**src/hw/core_pkg.sv**
```systemverilog
package core_pkg;

	// Data and address width of the core.
	localparam int XLEN = 64;

	// Physical register count unless the top level overrides it.
	// Index widths are derived per module from the PRF_DEPTH parameter.
	localparam int PRF_DEPTH_DEFAULT = 64;

endpackage
```
**src/hw/bru_pkg.sv**
```systemverilog
package bru_pkg;

	// Physical register index as carried in the dispatch word.
	localparam int PREG_W = 8;

	// Conditional branch kinds handled by the BRU.
	// jal and jalr go to the adder, not here.
	typedef enum logic [2:0] {
		OP_BEQ  = 3'd0,
		OP_BNE  = 3'd1,
		OP_BLT  = 3'd2,
		OP_BGE  = 3'd3,
		OP_BLTU = 3'd4,
		OP_BGEU = 3'd5
	} bru_op_e;

	// Branch as it sits in the issue queue, sources still as indices.
	typedef struct packed {
		bru_op_e                   op;
		logic [PREG_W-1:0]         rs1;
		logic [PREG_W-1:0]         rs2;
		logic [core_pkg::XLEN-1:0] pc;
		logic [core_pkg::XLEN-1:0] imm;
	} bru_issue_info_t;

	// Branch leaving issue, sources replaced by operand values.
	typedef struct packed {
		bru_op_e                   op;
		logic [core_pkg::XLEN-1:0] op1;
		logic [core_pkg::XLEN-1:0] op2;
		logic [core_pkg::XLEN-1:0] pc;
		logic [core_pkg::XLEN-1:0] imm;
	} bru_exec_info_t;

	typedef struct packed {
		logic                      taken;
		logic [core_pkg::XLEN-1:0] next_pc;
	} bru_resolve_t;

endpackage

```
**src/hw/bru_execute.sv**
```systemverilog
module bru_execute (
	input  logic                    CLK,
	input  logic                    rst_n,

	input  logic                    exec_valid,
	input  bru_pkg::bru_exec_info_t exec_info,

	output logic                    resolve_valid,
	output bru_pkg::bru_resolve_t   resolve
);

	import core_pkg::*;
	import bru_pkg::*;

	logic            is_eq;
	logic            is_lt;
	logic            is_ltu;
	logic            taken;
	logic [XLEN-1:0] next_pc;

	assign is_eq  = (exec_info.op1 == exec_info.op2);
	assign is_lt  = ($signed(exec_info.op1) < $signed(exec_info.op2));
	assign is_ltu = (exec_info.op1 < exec_info.op2);

	always_comb begin
		case (exec_info.op)
			OP_BEQ:  taken = is_eq;
			OP_BNE:  taken = !is_eq;
			OP_BLT:  taken = is_lt;
			OP_BGE:  taken = !is_lt;
			OP_BLTU: taken = is_ltu;
			OP_BGEU: taken = !is_ltu;
			default: taken = 1'b0;
		endcase
	end

	// imm is already sign-extended by decode.
	assign next_pc = taken ? exec_info.pc + exec_info.imm : exec_info.pc + XLEN'(4);

	always_ff @(posedge CLK or negedge rst_n) begin
		if (!rst_n) begin
			resolve_valid <= 1'b0;
		end else begin
			resolve_valid <= exec_valid;
		end
	end

	always_ff @(posedge CLK) begin
		if (exec_valid) begin
			resolve.taken   <= taken;
			resolve.next_pc <= next_pc;
		end
	end

	a_op_defined: assert property (@(posedge CLK) disable iff (!rst_n)
		exec_valid |-> exec_info.op inside {OP_BEQ, OP_BNE, OP_BLT, OP_BGE, OP_BLTU, OP_BGEU})
		else $error("bru_execute undefined op %0d", exec_info.op);

endmodule

```
**config.mk**
```make
export PLATFORM = sky130hd
export DESIGN_NAME = bru_execute
export DESIGN_NICKNAME = d
export VERILOG_FILES = /design/src/hw/core_pkg.sv /design/src/hw/bru_pkg.sv /design/src/hw/bru_execute.sv
export SDC_FILE = /design/constraint.sdc
export NUM_CORES = 1
export LEC_CHECK = 0
export BUFFER_PORTS_ARGS = -buffer_cell sky130_fd_sc_hd__buf_2
export CORE_AREA = 8 8 149 137
export DETAILED_ROUTE_END_ITERATION = 12
export DIE_AREA = 0 0 157 145
export PLACE_DENSITY = 0.82
export SETUP_SLACK_MARGIN = 0.05
export SLEW_MARGIN = 0
export SYNTH_ARGS = -nofsm -noshare
export SYNTH_HDL_FRONTEND = slang
export SYNTH_SLANG_ARGS = --single-unit
```
**constraint.sdc**
```tcl
create_clock -name CLK -period 0.8 [get_ports CLK]
set_clock_uncertainty 0.1 [all_clocks]
set_input_delay 0.12 -clock CLK [delete_from_list [all_inputs] [get_ports CLK]]
set_output_delay 0.12 -clock CLK [all_outputs]
set_load 0.005 [all_outputs]
```
==> key figures <==
Synth
  – Syn Inst Count: about 1,100
  – Post-Synthesis Mean Instance Area: 7.98 um^2
  – Syn_nets: ~1,500
  – Dominant cells by area after synthesis: edfxtp_1 21%, ha_1 17%, a21oi_1 6.6%
  – Post-synth top area cell: edfxtp_1
  – Ys async rst share: 1.52%
  – Number of synthesized flops with an enable pin: 65
  – Area share of the largest cell type after synthesis: 21.3%
  – Synthesized flop and latch total: between 60 and 70
  – Most frequent cell after synthesis: ha_1
  – Synth cell count leaders: 128 x ha_1, 121 x a21oi_1, 97 x nand2_1
  – Sequential share of the synthesized area: between 20% and 30%
  – Main synth FF type: edfxtp_1
  – Yosys warns: 0
  – Synthesized cell area: around 9000 um^2
  – Yosys cell types: 64

Worst setup path
  – WP data required: 0.78 ns
  – Crit path max fanout: 4
  – Crit path from: exec_info[165]
  – Worst setup path class: primary input to flip-flop
  – Worst Setup End Kind: flip-flop
  – Critical Path Sink: resolve[34]$_DFFE_PP_
  – Critical path arrival: 2.99 ns
  – CP Launch Type: primary input

Floorplan
  – Top Ports: 328
  – Core area: approximately 18,000 um^2
  – Die width: roughly 160 um
  – DIE AREA: 22,800 um^2
  – # rows: 47
  – Die Y: 145 um
  – Initial core utilization: 51.1%

Detailed routing
  – DRT antenna net count: 0
  – Vias per cell: about 5.9
  – DR iter-0 viols: 1,016
  – Via count: 12,245
  – Drt drc: 0
  – First-pass iteration count of the detailed router: 6
  – Routed WL: around 43,000 um
  – Drt wl/cell: 20.7 um

Final layout
  – Post-route cell area: 15,500 um^2
  – Nets: 2,205
  – Final Non-Filler Cells: between 2,000 and 2,500
  – Layout area overhead: 69.2%
  – Fraction of layout cells with a size suffix above 1: 48.3%

STA
  – Worst slew margin: 64.6%
  – RSZ-0062 raised after global routing: yes
  – Final hold violations: 2
  – Finish-stage setup viols: 131
  – Worst setup margin: -2.22 ns
  – Min Tclk post-route: 3.02 ns
  – Worst Tran Pin Value: 0.526 ns
  – Hold slack final: -0.0125 ns
  – Achievable Freq: 331 MHz
  – Fin. max-slew vios: 0
  – Period utilization: 377%

Placement
  – Dpl hpwl: 31,400 um
  – Placed inst area: 13,900 um^2
  – I/O Buffers: 327
  – Dpl cells: 2,022
  – GPL Wtd Cong: between 0.9 and 1

Clocking
  – Clock tree sinks: 66
  – Root buffer cell: clkbuf_16
  – Worst-path clk slew: roughly 0.060 ns
  – Clock Path Buffers: 2
  – Htree depth: 3
  – CTS tree: done
  – Total CTS buffers: 9

Power
  – Switch Pwr: 7.15 mW
  – Sequential share of power: between 20% and 30%
  – Maximum VDD drop: about 1100 uV
  – PD cells: ~1300 nW/um^2
  – Clk pwr share: 20.6%
  – Lkg Pwr: 7.38 nW
  – Sw Ratio: 36.4%
  – Internal Power: 12.5 mW
  – Comb pwr share: 55.7%
  – Total power: 19.6 mW

GRT
  – Gr ovfl total: 0
  – Initial antenna violation count: 4
  – Via count of the first global-routing pass: 12,564
  – Total global routing track utilization: 34.7%
  – First-pass GRT wire length: about 64,000 um
  – Largest net degree at the start of global routing: 33

Run status
  – Status: finished with violations
  – Failing checks: negative hold slack, negative setup slack

Flow run
  – Maxcap violations: 0

Min path
  – Worst min-delay path category: primary input to async pin
worst min path at each step:
stage / start / end / slack (ns) / depth (start not counted)
2_1_floorplan: rst_n / resolve_valid$_DFF_PN0_ / -0.28 / 0
3_3_place_gp: rst_n / resolve_valid$_DFF_PN0_ / -0.21 / 1
3_5_place_dp: rst_n / resolve_valid$_DFF_PN0_ / -0.20 / 1
4_1_cts: rst_n / resolve_valid$_DFF_PN0_ / -0.02 / 2
5_1_grt: rst_n / resolve_valid$_DFF_PN0_ / 0.004 / 2
6_report: rst_n / resolve_valid$_DFF_PN0_ / -0.01 / 2
per-layer routing:
metal | share of wire (%) | vias to the layer above | global-route usage (%)
met5 | 0 | - | 0
met4 | 5.9 | 0 | 18.1
met3 | 11 | 205 | 8.70
met2 | 48 | 854 | 60.7
met1 | 35 | 5636 | 37.8
li1 | - | 5550 | -
worst max-delay path, cell delays in order:
cell	delay [ns]
buf_2	0.10
inv_1	0.09
ha_4	0.22
a21oi_2	0.14
o21ai_1	0.12
a221oi_2	0.35
buf_4	0.19
a31oi_4	0.09
nor4_2	0.32
xnor2_1	0.20
a31oi_2	0.15
o22ai_4	0.21
buf_4	0.14
buf_8	0.12
buf_12	0.13
mux2_4	0.30
flip-flops by register name (all words and copies together) (netlist names):
signal	flops
resolve	65
resolve_valid	1
metrics by stage:
stage               setup TNS (ns)  utilization (%)  setup WS, ns
floorplan                  -121.34                -         -1.96
CTS                        -142.84             84.8         -2.01
global route               -161.10             86.4         -2.30
detailed placement         -162.59             77.6         -2.52
finish                     -155.22             86.4         -2.22
global placement           -156.26             77.6         -2.36
area by class of cell:
| type | count | area, um^2 |
|---|---|---|
| Multi-Input combinational cell | 953 | 7670 |
| Tap cell | 245 | 307 |
| Clock inverter | 4 | 52.6 |
| Inverter | 92 | 368 |
| Antenna cell | 4 | 10.0 |
| Fill cell | 944 | 2430 |
| Sequential cell | 66 | 1980 |
| Clock buffer | 12 | 246 |
| Timing Repair Buffer | 692 | 4870 |
cell usage in the layout, fill, tap and decap left out, drive strengths merged, types with 12 or more instances in the layout:
master / instances
a211oi: 12
a21o: 37
a21oi: 122
and3: 22
and4: 13
buf: 689
clkbuf: 14
edfxtp: 65
ha: 128
inv: 92
nand2: 97
nand3: 53
nand4: 42
nor2: 72
nor3: 18
o21ai: 81
o21bai: 18
xnor2: 68
xor2: 50
power groups by stage:
stage,Combinational (mW),Clock (mW),Sequential (mW)
after floorplan,4.23,0,4.73
after global placement,8.52,0,4.69
after detailed placement,8.76,0,4.70
after CTS,10.1,3.99,4.63
after global routing,11.6,4.13,4.68
final,10.9,4.05,4.65
logic make-up (layout without fill, tap and decap cells):
group	Yosys count	after routing	share of synthesized area, %
XOR/XNOR	118	118	11.3
buffers and inverters	129	800	5.64
flip-flops	66	66	21.6
AO/OA/AOI/OAI	333	333	22.5
AND/OR/NAND/NOR	360	360	19.8
multiplexers	13	13	1.46
other	0	4	0
adder cells (fa/ha/maj)	129	129	17.7
repair_timing:
action | in CTS | in global routing
resized for setup | 156 | 61
setup buffers | 15 | 8
hold endpoints to repair | 2 | 0
setup endpoints to repair | 131 | 131
gates cloned | 8 | 2
pin swaps | 50 | 24
hold buffers | 1 | 0
(Power assumes the default switching activity.)
