`src/hw/core_pkg.sv`:
```
package core_pkg;

	// Data and address width of the core.
	localparam int XLEN = 64;

	// Physical register count unless the top level overrides it.
	// Index widths are derived per module from the PRF_DEPTH parameter.
	localparam int PRF_DEPTH_DEFAULT = 64;

endpackage
```
`src/hw/bru_pkg.sv`:
```
package bru_pkg;

	// Physical register index as carried in the dispatch word.
	localparam int PREG_W = 8;

	// Conditional branch kinds handled by the BRU.
	// jal and jalr go to the adder, not here.
	typedef enum logic [2:0] {
		OP_BEQ  = 3'd0,
		OP_BNE  = 3'd1,
		OP_BLT  = 3'd2,
		OP_BGE  = 3'd3,
		OP_BLTU = 3'd4,
		OP_BGEU = 3'd5
	} bru_op_e;

	// Branch as it sits in the issue queue, sources still as indices.
	typedef struct packed {
		bru_op_e                   op;
		logic [PREG_W-1:0]         rs1;
		logic [PREG_W-1:0]         rs2;
		logic [core_pkg::XLEN-1:0] pc;
		logic [core_pkg::XLEN-1:0] imm;
	} bru_issue_info_t;

	// Branch leaving issue, sources replaced by operand values.
	typedef struct packed {
		bru_op_e                   op;
		logic [core_pkg::XLEN-1:0] op1;
		logic [core_pkg::XLEN-1:0] op2;
		logic [core_pkg::XLEN-1:0] pc;
		logic [core_pkg::XLEN-1:0] imm;
	} bru_exec_info_t;

	typedef struct packed {
		logic                      taken;
		logic [core_pkg::XLEN-1:0] next_pc;
	} bru_resolve_t;

endpackage

```
`src/hw/bru_issue.sv`:
```
module bru_issue #(
	parameter  int PRF_DEPTH       = 64,
	parameter  int BRU_ISSUE_DEPTH = 4,
	localparam int IDX_W           = $clog2(PRF_DEPTH)
) (
	input  logic                      CLK,
	input  logic                      rst_n,

	input  logic                      dispatch_valid,
	output logic                      dispatch_ready,
	input  bru_pkg::bru_issue_info_t  dispatch_info,

	// Register file lookup for the queue head.
	output logic [IDX_W-1:0]          rs1_index,
	output logic [IDX_W-1:0]          rs2_index,
	input  logic                      rs1_ready,
	input  logic                      rs2_ready,
	input  logic [core_pkg::XLEN-1:0] rs1_data,
	input  logic [core_pkg::XLEN-1:0] rs2_data,

	output logic                      exec_valid,
	output bru_pkg::bru_exec_info_t   exec_info
);

	import bru_pkg::*;

	logic            issue_push;
	logic            issue_pop;
	logic            fifo_full;
	logic            fifo_empty;
	bru_issue_info_t head;

	// A conditional branch cannot retire ahead of older work anyway,
	// so issue stays in order and a blocked head stalls the rest.
	issue_fifo #(
		.DP (BRU_ISSUE_DEPTH),
		.T  (bru_issue_info_t)
	) u_issue_fifo (
		.CLK             (CLK),
		.rst_n           (rst_n),
		.issue_push      (issue_push),
		.issue_pop       (issue_pop),
		.issue_info_push (dispatch_info),
		.issue_info_pop  (head),
		.fifo_full       (fifo_full),
		.fifo_empty      (fifo_empty)
	);

	// Physical index fits in the low bits of the dispatch field.
	assign rs1_index = head.rs1[IDX_W-1:0];
	assign rs2_index = head.rs2[IDX_W-1:0];

	// RAW clear once both sources have written back.
	assign exec_valid = !fifo_empty && rs1_ready && rs2_ready;

	// Execute never stalls, so every valid issue pops.
	assign issue_pop = exec_valid;

	// A full queue still takes a branch when the head leaves this cycle.
	assign dispatch_ready = !fifo_full || issue_pop;
	assign issue_push     = dispatch_valid && dispatch_ready;

	always_comb begin
		exec_info.op  = head.op;
		exec_info.op1 = rs1_data;
		exec_info.op2 = rs2_data;
		exec_info.pc  = head.pc;
		exec_info.imm = head.imm;
	end

endmodule

```
`src/hw/issue_fifo.sv`:
```
module issue_fifo #(
	parameter int  DP = 4,
	parameter type T  = logic
) (
	input  logic CLK,
	input  logic rst_n,

	input  logic issue_push,
	input  logic issue_pop,
	input  T     issue_info_push,
	output T     issue_info_pop,

	output logic fifo_full,
	output logic fifo_empty
);

	localparam int PTR_W = (DP > 1) ? $clog2(DP) : 1;
	localparam int CNT_W = $clog2(DP + 1);

	T mem [DP];

	logic [PTR_W-1:0] wr_ptr;
	logic [PTR_W-1:0] rd_ptr;
	logic [CNT_W-1:0] count;

	// Wrap at DP, which need not be a power of two.
	function automatic logic [PTR_W-1:0] ptr_next(input logic [PTR_W-1:0] ptr);
		if (ptr == PTR_W'(DP - 1)) begin
			return '0;
		end
		return ptr + 1'b1;
	endfunction

	assign fifo_full  = (count == CNT_W'(DP));
	assign fifo_empty = (count == '0);

	// Head is read straight from storage.
	assign issue_info_pop = mem[rd_ptr];

	always_ff @(posedge CLK or negedge rst_n) begin
		if (!rst_n) begin
			wr_ptr <= '0;
			rd_ptr <= '0;
			count  <= '0;
		end else begin
			if (issue_push) begin
				wr_ptr <= ptr_next(wr_ptr);
			end
			if (issue_pop) begin
				rd_ptr <= ptr_next(rd_ptr);
			end
			case ({issue_push, issue_pop})
				2'b10: count <= count + 1'b1;
				2'b01: count <= count - 1'b1;
				default: count <= count;
			endcase
		end
	end

	// When full, push and pop share a slot; the pop reads the old entry first.
	always_ff @(posedge CLK) begin
		if (issue_push) begin
			mem[wr_ptr] <= issue_info_push;
		end
	end

	a_no_overflow: assert property (@(posedge CLK) disable iff (!rst_n)
		issue_push && fifo_full |-> issue_pop)
		else $error("issue_fifo push while full without pop");

	a_no_underflow: assert property (@(posedge CLK) disable iff (!rst_n)
		issue_pop |-> !fifo_empty)
		else $error("issue_fifo pop while empty");

endmodule

```
`config.mk`:
```
export PLATFORM = sky130hd
export DESIGN_NAME = bru_issue
export DESIGN_NICKNAME = d
export VERILOG_FILES = /design/src/hw/core_pkg.sv /design/src/hw/bru_pkg.sv /design/src/hw/bru_issue.sv /design/src/hw/issue_fifo.sv
export SDC_FILE = /design/constraint.sdc
export NUM_CORES = 1
export LEC_CHECK = 0
export BUFFER_PORTS_ARGS = -buffer_cell sky130_fd_sc_hd__buf_2
export CAP_MARGIN = 30
export CORE_AREA = 2 2 218 220
export CTS_CLUSTER_SIZE = 40
export DETAILED_ROUTE_END_ITERATION = 7
export DIE_AREA = 0 0 220 222
export GPL_TIMING_DRIVEN = 0
export PLACE_DENSITY = 0.73
export SLEW_MARGIN = 20
export SYNTH_ARGS = -nofsm -noshare
export SYNTH_HDL_FRONTEND = slang
export SYNTH_SLANG_ARGS = --single-unit
```
`constraint.sdc`:
```
create_clock -name CLK -period 13.3 [get_ports CLK]
set_input_delay 1.995 -clock CLK [delete_from_list [all_inputs] [get_ports CLK]]
set_output_delay 1.995 -clock CLK [all_outputs]
set_load 0.005 [all_outputs]
```
==> flow_metrics.env <==
export IMPL_clockPowerShare=0.273
export IMPL_ios=553
export IMPL_whs_path_depth=1
export IMPL_skew_ns=0.0190
export IMPL_nets=1691
export IMPL_maxSlewHeadroom=0.499
export IMPL_post_cts_buffers=0
export IMPL_drv_slew=0
export IMPL_die_h_um=222
export IMPL_clkLatencyLatePin_ns=0.59
export IMPL_pwr_share_comb=0.288
export IMPL_internal_power_mw=4.08
export IMPL_die_area_um2=48800
export IMPL_mappedNetlistNets=1201
export IMPL_clock_sinks=579
export IMPL_die_w_um=220
export IMPL_ys_ff_latch=579
export IMPL_fin_cells=2060
export IMPL_r2r_start="u_issue_fifo.count[0]"
export IMPL_cp_max_fo=10
export IMPL_max_freq_mhz=222
export IMPL_totalWireLength_mm=50.0
export IMPL_htree_levels=2
export IMPL_dp_hpwl_mm=35.1
export IMPL_grt_util_all_layers=0.203
export IMPL_power_mw=5.64
export IMPL_cts_tree="done"
export IMPL_postRouteAntennaNets=0
export IMPL_reg2reg_to="u_issue_fifo.mem[0][80]"
export IMPL_grt_pass1_wl_mm=72.1
export IMPL_syn_inst=914
export IMPL_critPathLaunchType="flop"
export IMPL_placedCellCount=1953
export IMPL_vias=10800
export IMPL_area_delta_synth_final_pct=22.7
export IMPL_critical_path_class="reg2out"
export IMPL_rsz0062_at_grt="no"
export IMPL_routabilityCongestion=0.835
export IMPL_syn_area_per_cell_um2=24.1
export IMPL_hold_viol=0
export IMPL_grt_overflow=0
export IMPL_synth_cell_types=22
export IMPL_crit_arrival_ns=2.50
export IMPL_drive_above_1_share=0.566
export IMPL_ff2ff_path_depth=5
export IMPL_initial_core_util=0.475
export IMPL_drtPass1Iterations=5
export IMPL_leakagePower_nw=9.75
export IMPL_worst_pin_slew_ns=0.751
export IMPL_clkTransAtPathRegs_ns=0.06
export IMPL_vdd_drop_max_v=0.000141
export IMPL_wire_per_inst_um=24.2
export IMPL_ctsHoldBuffers=0
export IMPL_antenna_found_initial=14
export IMPL_final_cell_mix="572 x edfxtp_1, 437 x buf_2, 143 x mux4_2"
export IMPL_drt_iter0_markers=931
export IMPL_io_buffers=420
export IMPL_mostFrequentLayoutCell="edfxtp_1"
export IMPL_core_area_um2=46300
export IMPL_finalSetupTns_ns=0
export IMPL_end_kind="output port"
export IMPL_drc=0
export IMPL_status="finished clean"
export IMPL_hold_start="u_issue_fifo.count[2]"
export IMPL_finalSetupViolations=0
export IMPL_netlist_area_um2=22000
export IMPL_yosysSeqAreaShare=0.789
export IMPL_p_per_area_nw_per_um2=209
export IMPL_switching_share=0.276
export IMPL_ys_warn_count=0
export IMPL_p_seq_frac=0.439
export IMPL_power_switching_mw=1.56
export IMPL_post_cts_resize_count=0
export IMPL_worst_ep_required_time_ns=11.31
export IMPL_first_global_vias=11200
export IMPL_ctsLongestPathBuffers=3
export IMPL_maxCapViolCount=0
export IMPL_num_rows=79
export IMPL_fin_crit_sh=0.338
export IMPL_min_period_ns=4.49
export IMPL_holdPathEnd="u_issue_fifo.count[2]"
export IMPL_vias_per_cell=5.26
export IMPL_reg2reg_slack_ns=10.65
export IMPL_cts_root_buf="clkbuf_16"
export IMPL_startpoint="u_issue_fifo.rd_ptr[1]"
export IMPL_cts_made_buffers=56
export IMPL_grt_start_max_net_pins=47
export IMPL_hp_class="reg2reg"
==> critical path, stage by stage (launching register included) <==
cell and delay (ns):
dfrtp_1 0.35, buf_2 0.32, buf_2 0.33, buf_2 0.37, mux4_2 0.39, buf_2 0.15
==> per-stage QoR <==
stage | util | worst slack, ns | hold WS, ns | cell area [um^2]
finish | 0.583 | 8.81 | 0.540 | 27000
global route | 0.583 | 8.63 | 0.584 | 27000
CTS | 0.583 | 8.67 | 0.539 | 27000
detailed placement | 0.544 | 8.82 | 0.528 | 25200
global placement | 0.537 | 4.06 | 0.528 | 24900
floorplan | - | 7.02 | 0.500 | 22000
==> registers in the layout, summed over array words and instances, names as in the netlist <==
| signal | count |
|---|---|
| u_issue_fifo.count | 3 |
| u_issue_fifo.mem | 572 |
| u_issue_fifo.rd_ptr | 2 |
| u_issue_fifo.wr_ptr | 2 |
==> worst max-delay path by stage <==
stage,end,slack [ns],depth (start not counted)
after floorplan,u_issue_fifo.mem[0][0],7.02,3
after global placement,u_issue_fifo.mem[0][64],4.06,4
after detailed placement,exec_valid,8.82,4
after CTS,exec_info[74],8.67,4
after global routing,exec_info[74],8.63,4
final,exec_info[88],8.81,5
==> cells by family after synthesis <==
| logic type | share of synthesized area |
|---|---|
| AND/OR/NAND/NOR | 0.00227 |
| multiplexers | 0.148 |
| flip-flops | 0.789 |
| adder cells (fa/ha/maj) | 0.00432 |
| AO/OA/AOI/OAI | 0.00137 |
| buffers and inverters | 0.0535 |
| XOR/XNOR | 0.00119 |
==> cells in the mapped netlist <==
master	instances	share of area
mux4_2	143	0.15
inv_1	5	0.00085
mux2_2	4	0.0020
fa_1	1	0.00091
edfxtp_1	572	0.78
a31oi_1	1	0.00028
and2_1	4	0.0011
xnor2_1	2	0.00080
buf_1	2	0.00034
buf_4	129	0.044
nor3_1	1	0.00023
nand3_1	1	0.00023
buf_6	7	0.0036
a21o_1	1	0.00034
o311ai_2	1	0.00074
dfrtp_1	7	0.0080
ha_1	6	0.0034
clkbuf_1	5	0.00085
nor2_1	3	0.00051
nand2_1	1	0.00017
xor2_1	1	0.00040
buf_2	17	0.0039
==> per-layer routing <==
metal	GRT usage	vias up	part of all wire
met5	0	-	0.0017
met4	0.0578	14	0.019
met3	0.0635	70	0.087
met2	0.344	468	0.52
met1	0.253	5620	0.37
li1	-	4662	-
==> power groups by stage <==
stage          Sequential [mW]  Clock, mW  Combinational (mW)
6_report                  2.48       1.54                1.62
5_1_grt                   2.50       1.64                1.75
2_1_floorplan             2.54          0               0.946
3_3_place_gp              2.60          0                1.59
4_1_cts                   2.48       1.58                1.67
3_5_place_dp              2.51          0                1.66
==> layout make-up <==
class | instances | area [um^2]
clock inverter | 32 | 308
multi-input combinational | 170 | 3480
clock buffer | 70 | 1500
tap | 607 | 759
timing repair buffer | 432 | 2400
antenna | 5 | 12.5
fill | 3364 | 19300
sequential | 579 | 17400
buffer | 160 | 1160
inverter | 5 | 18.8
(Power assumes the default switching activity.)
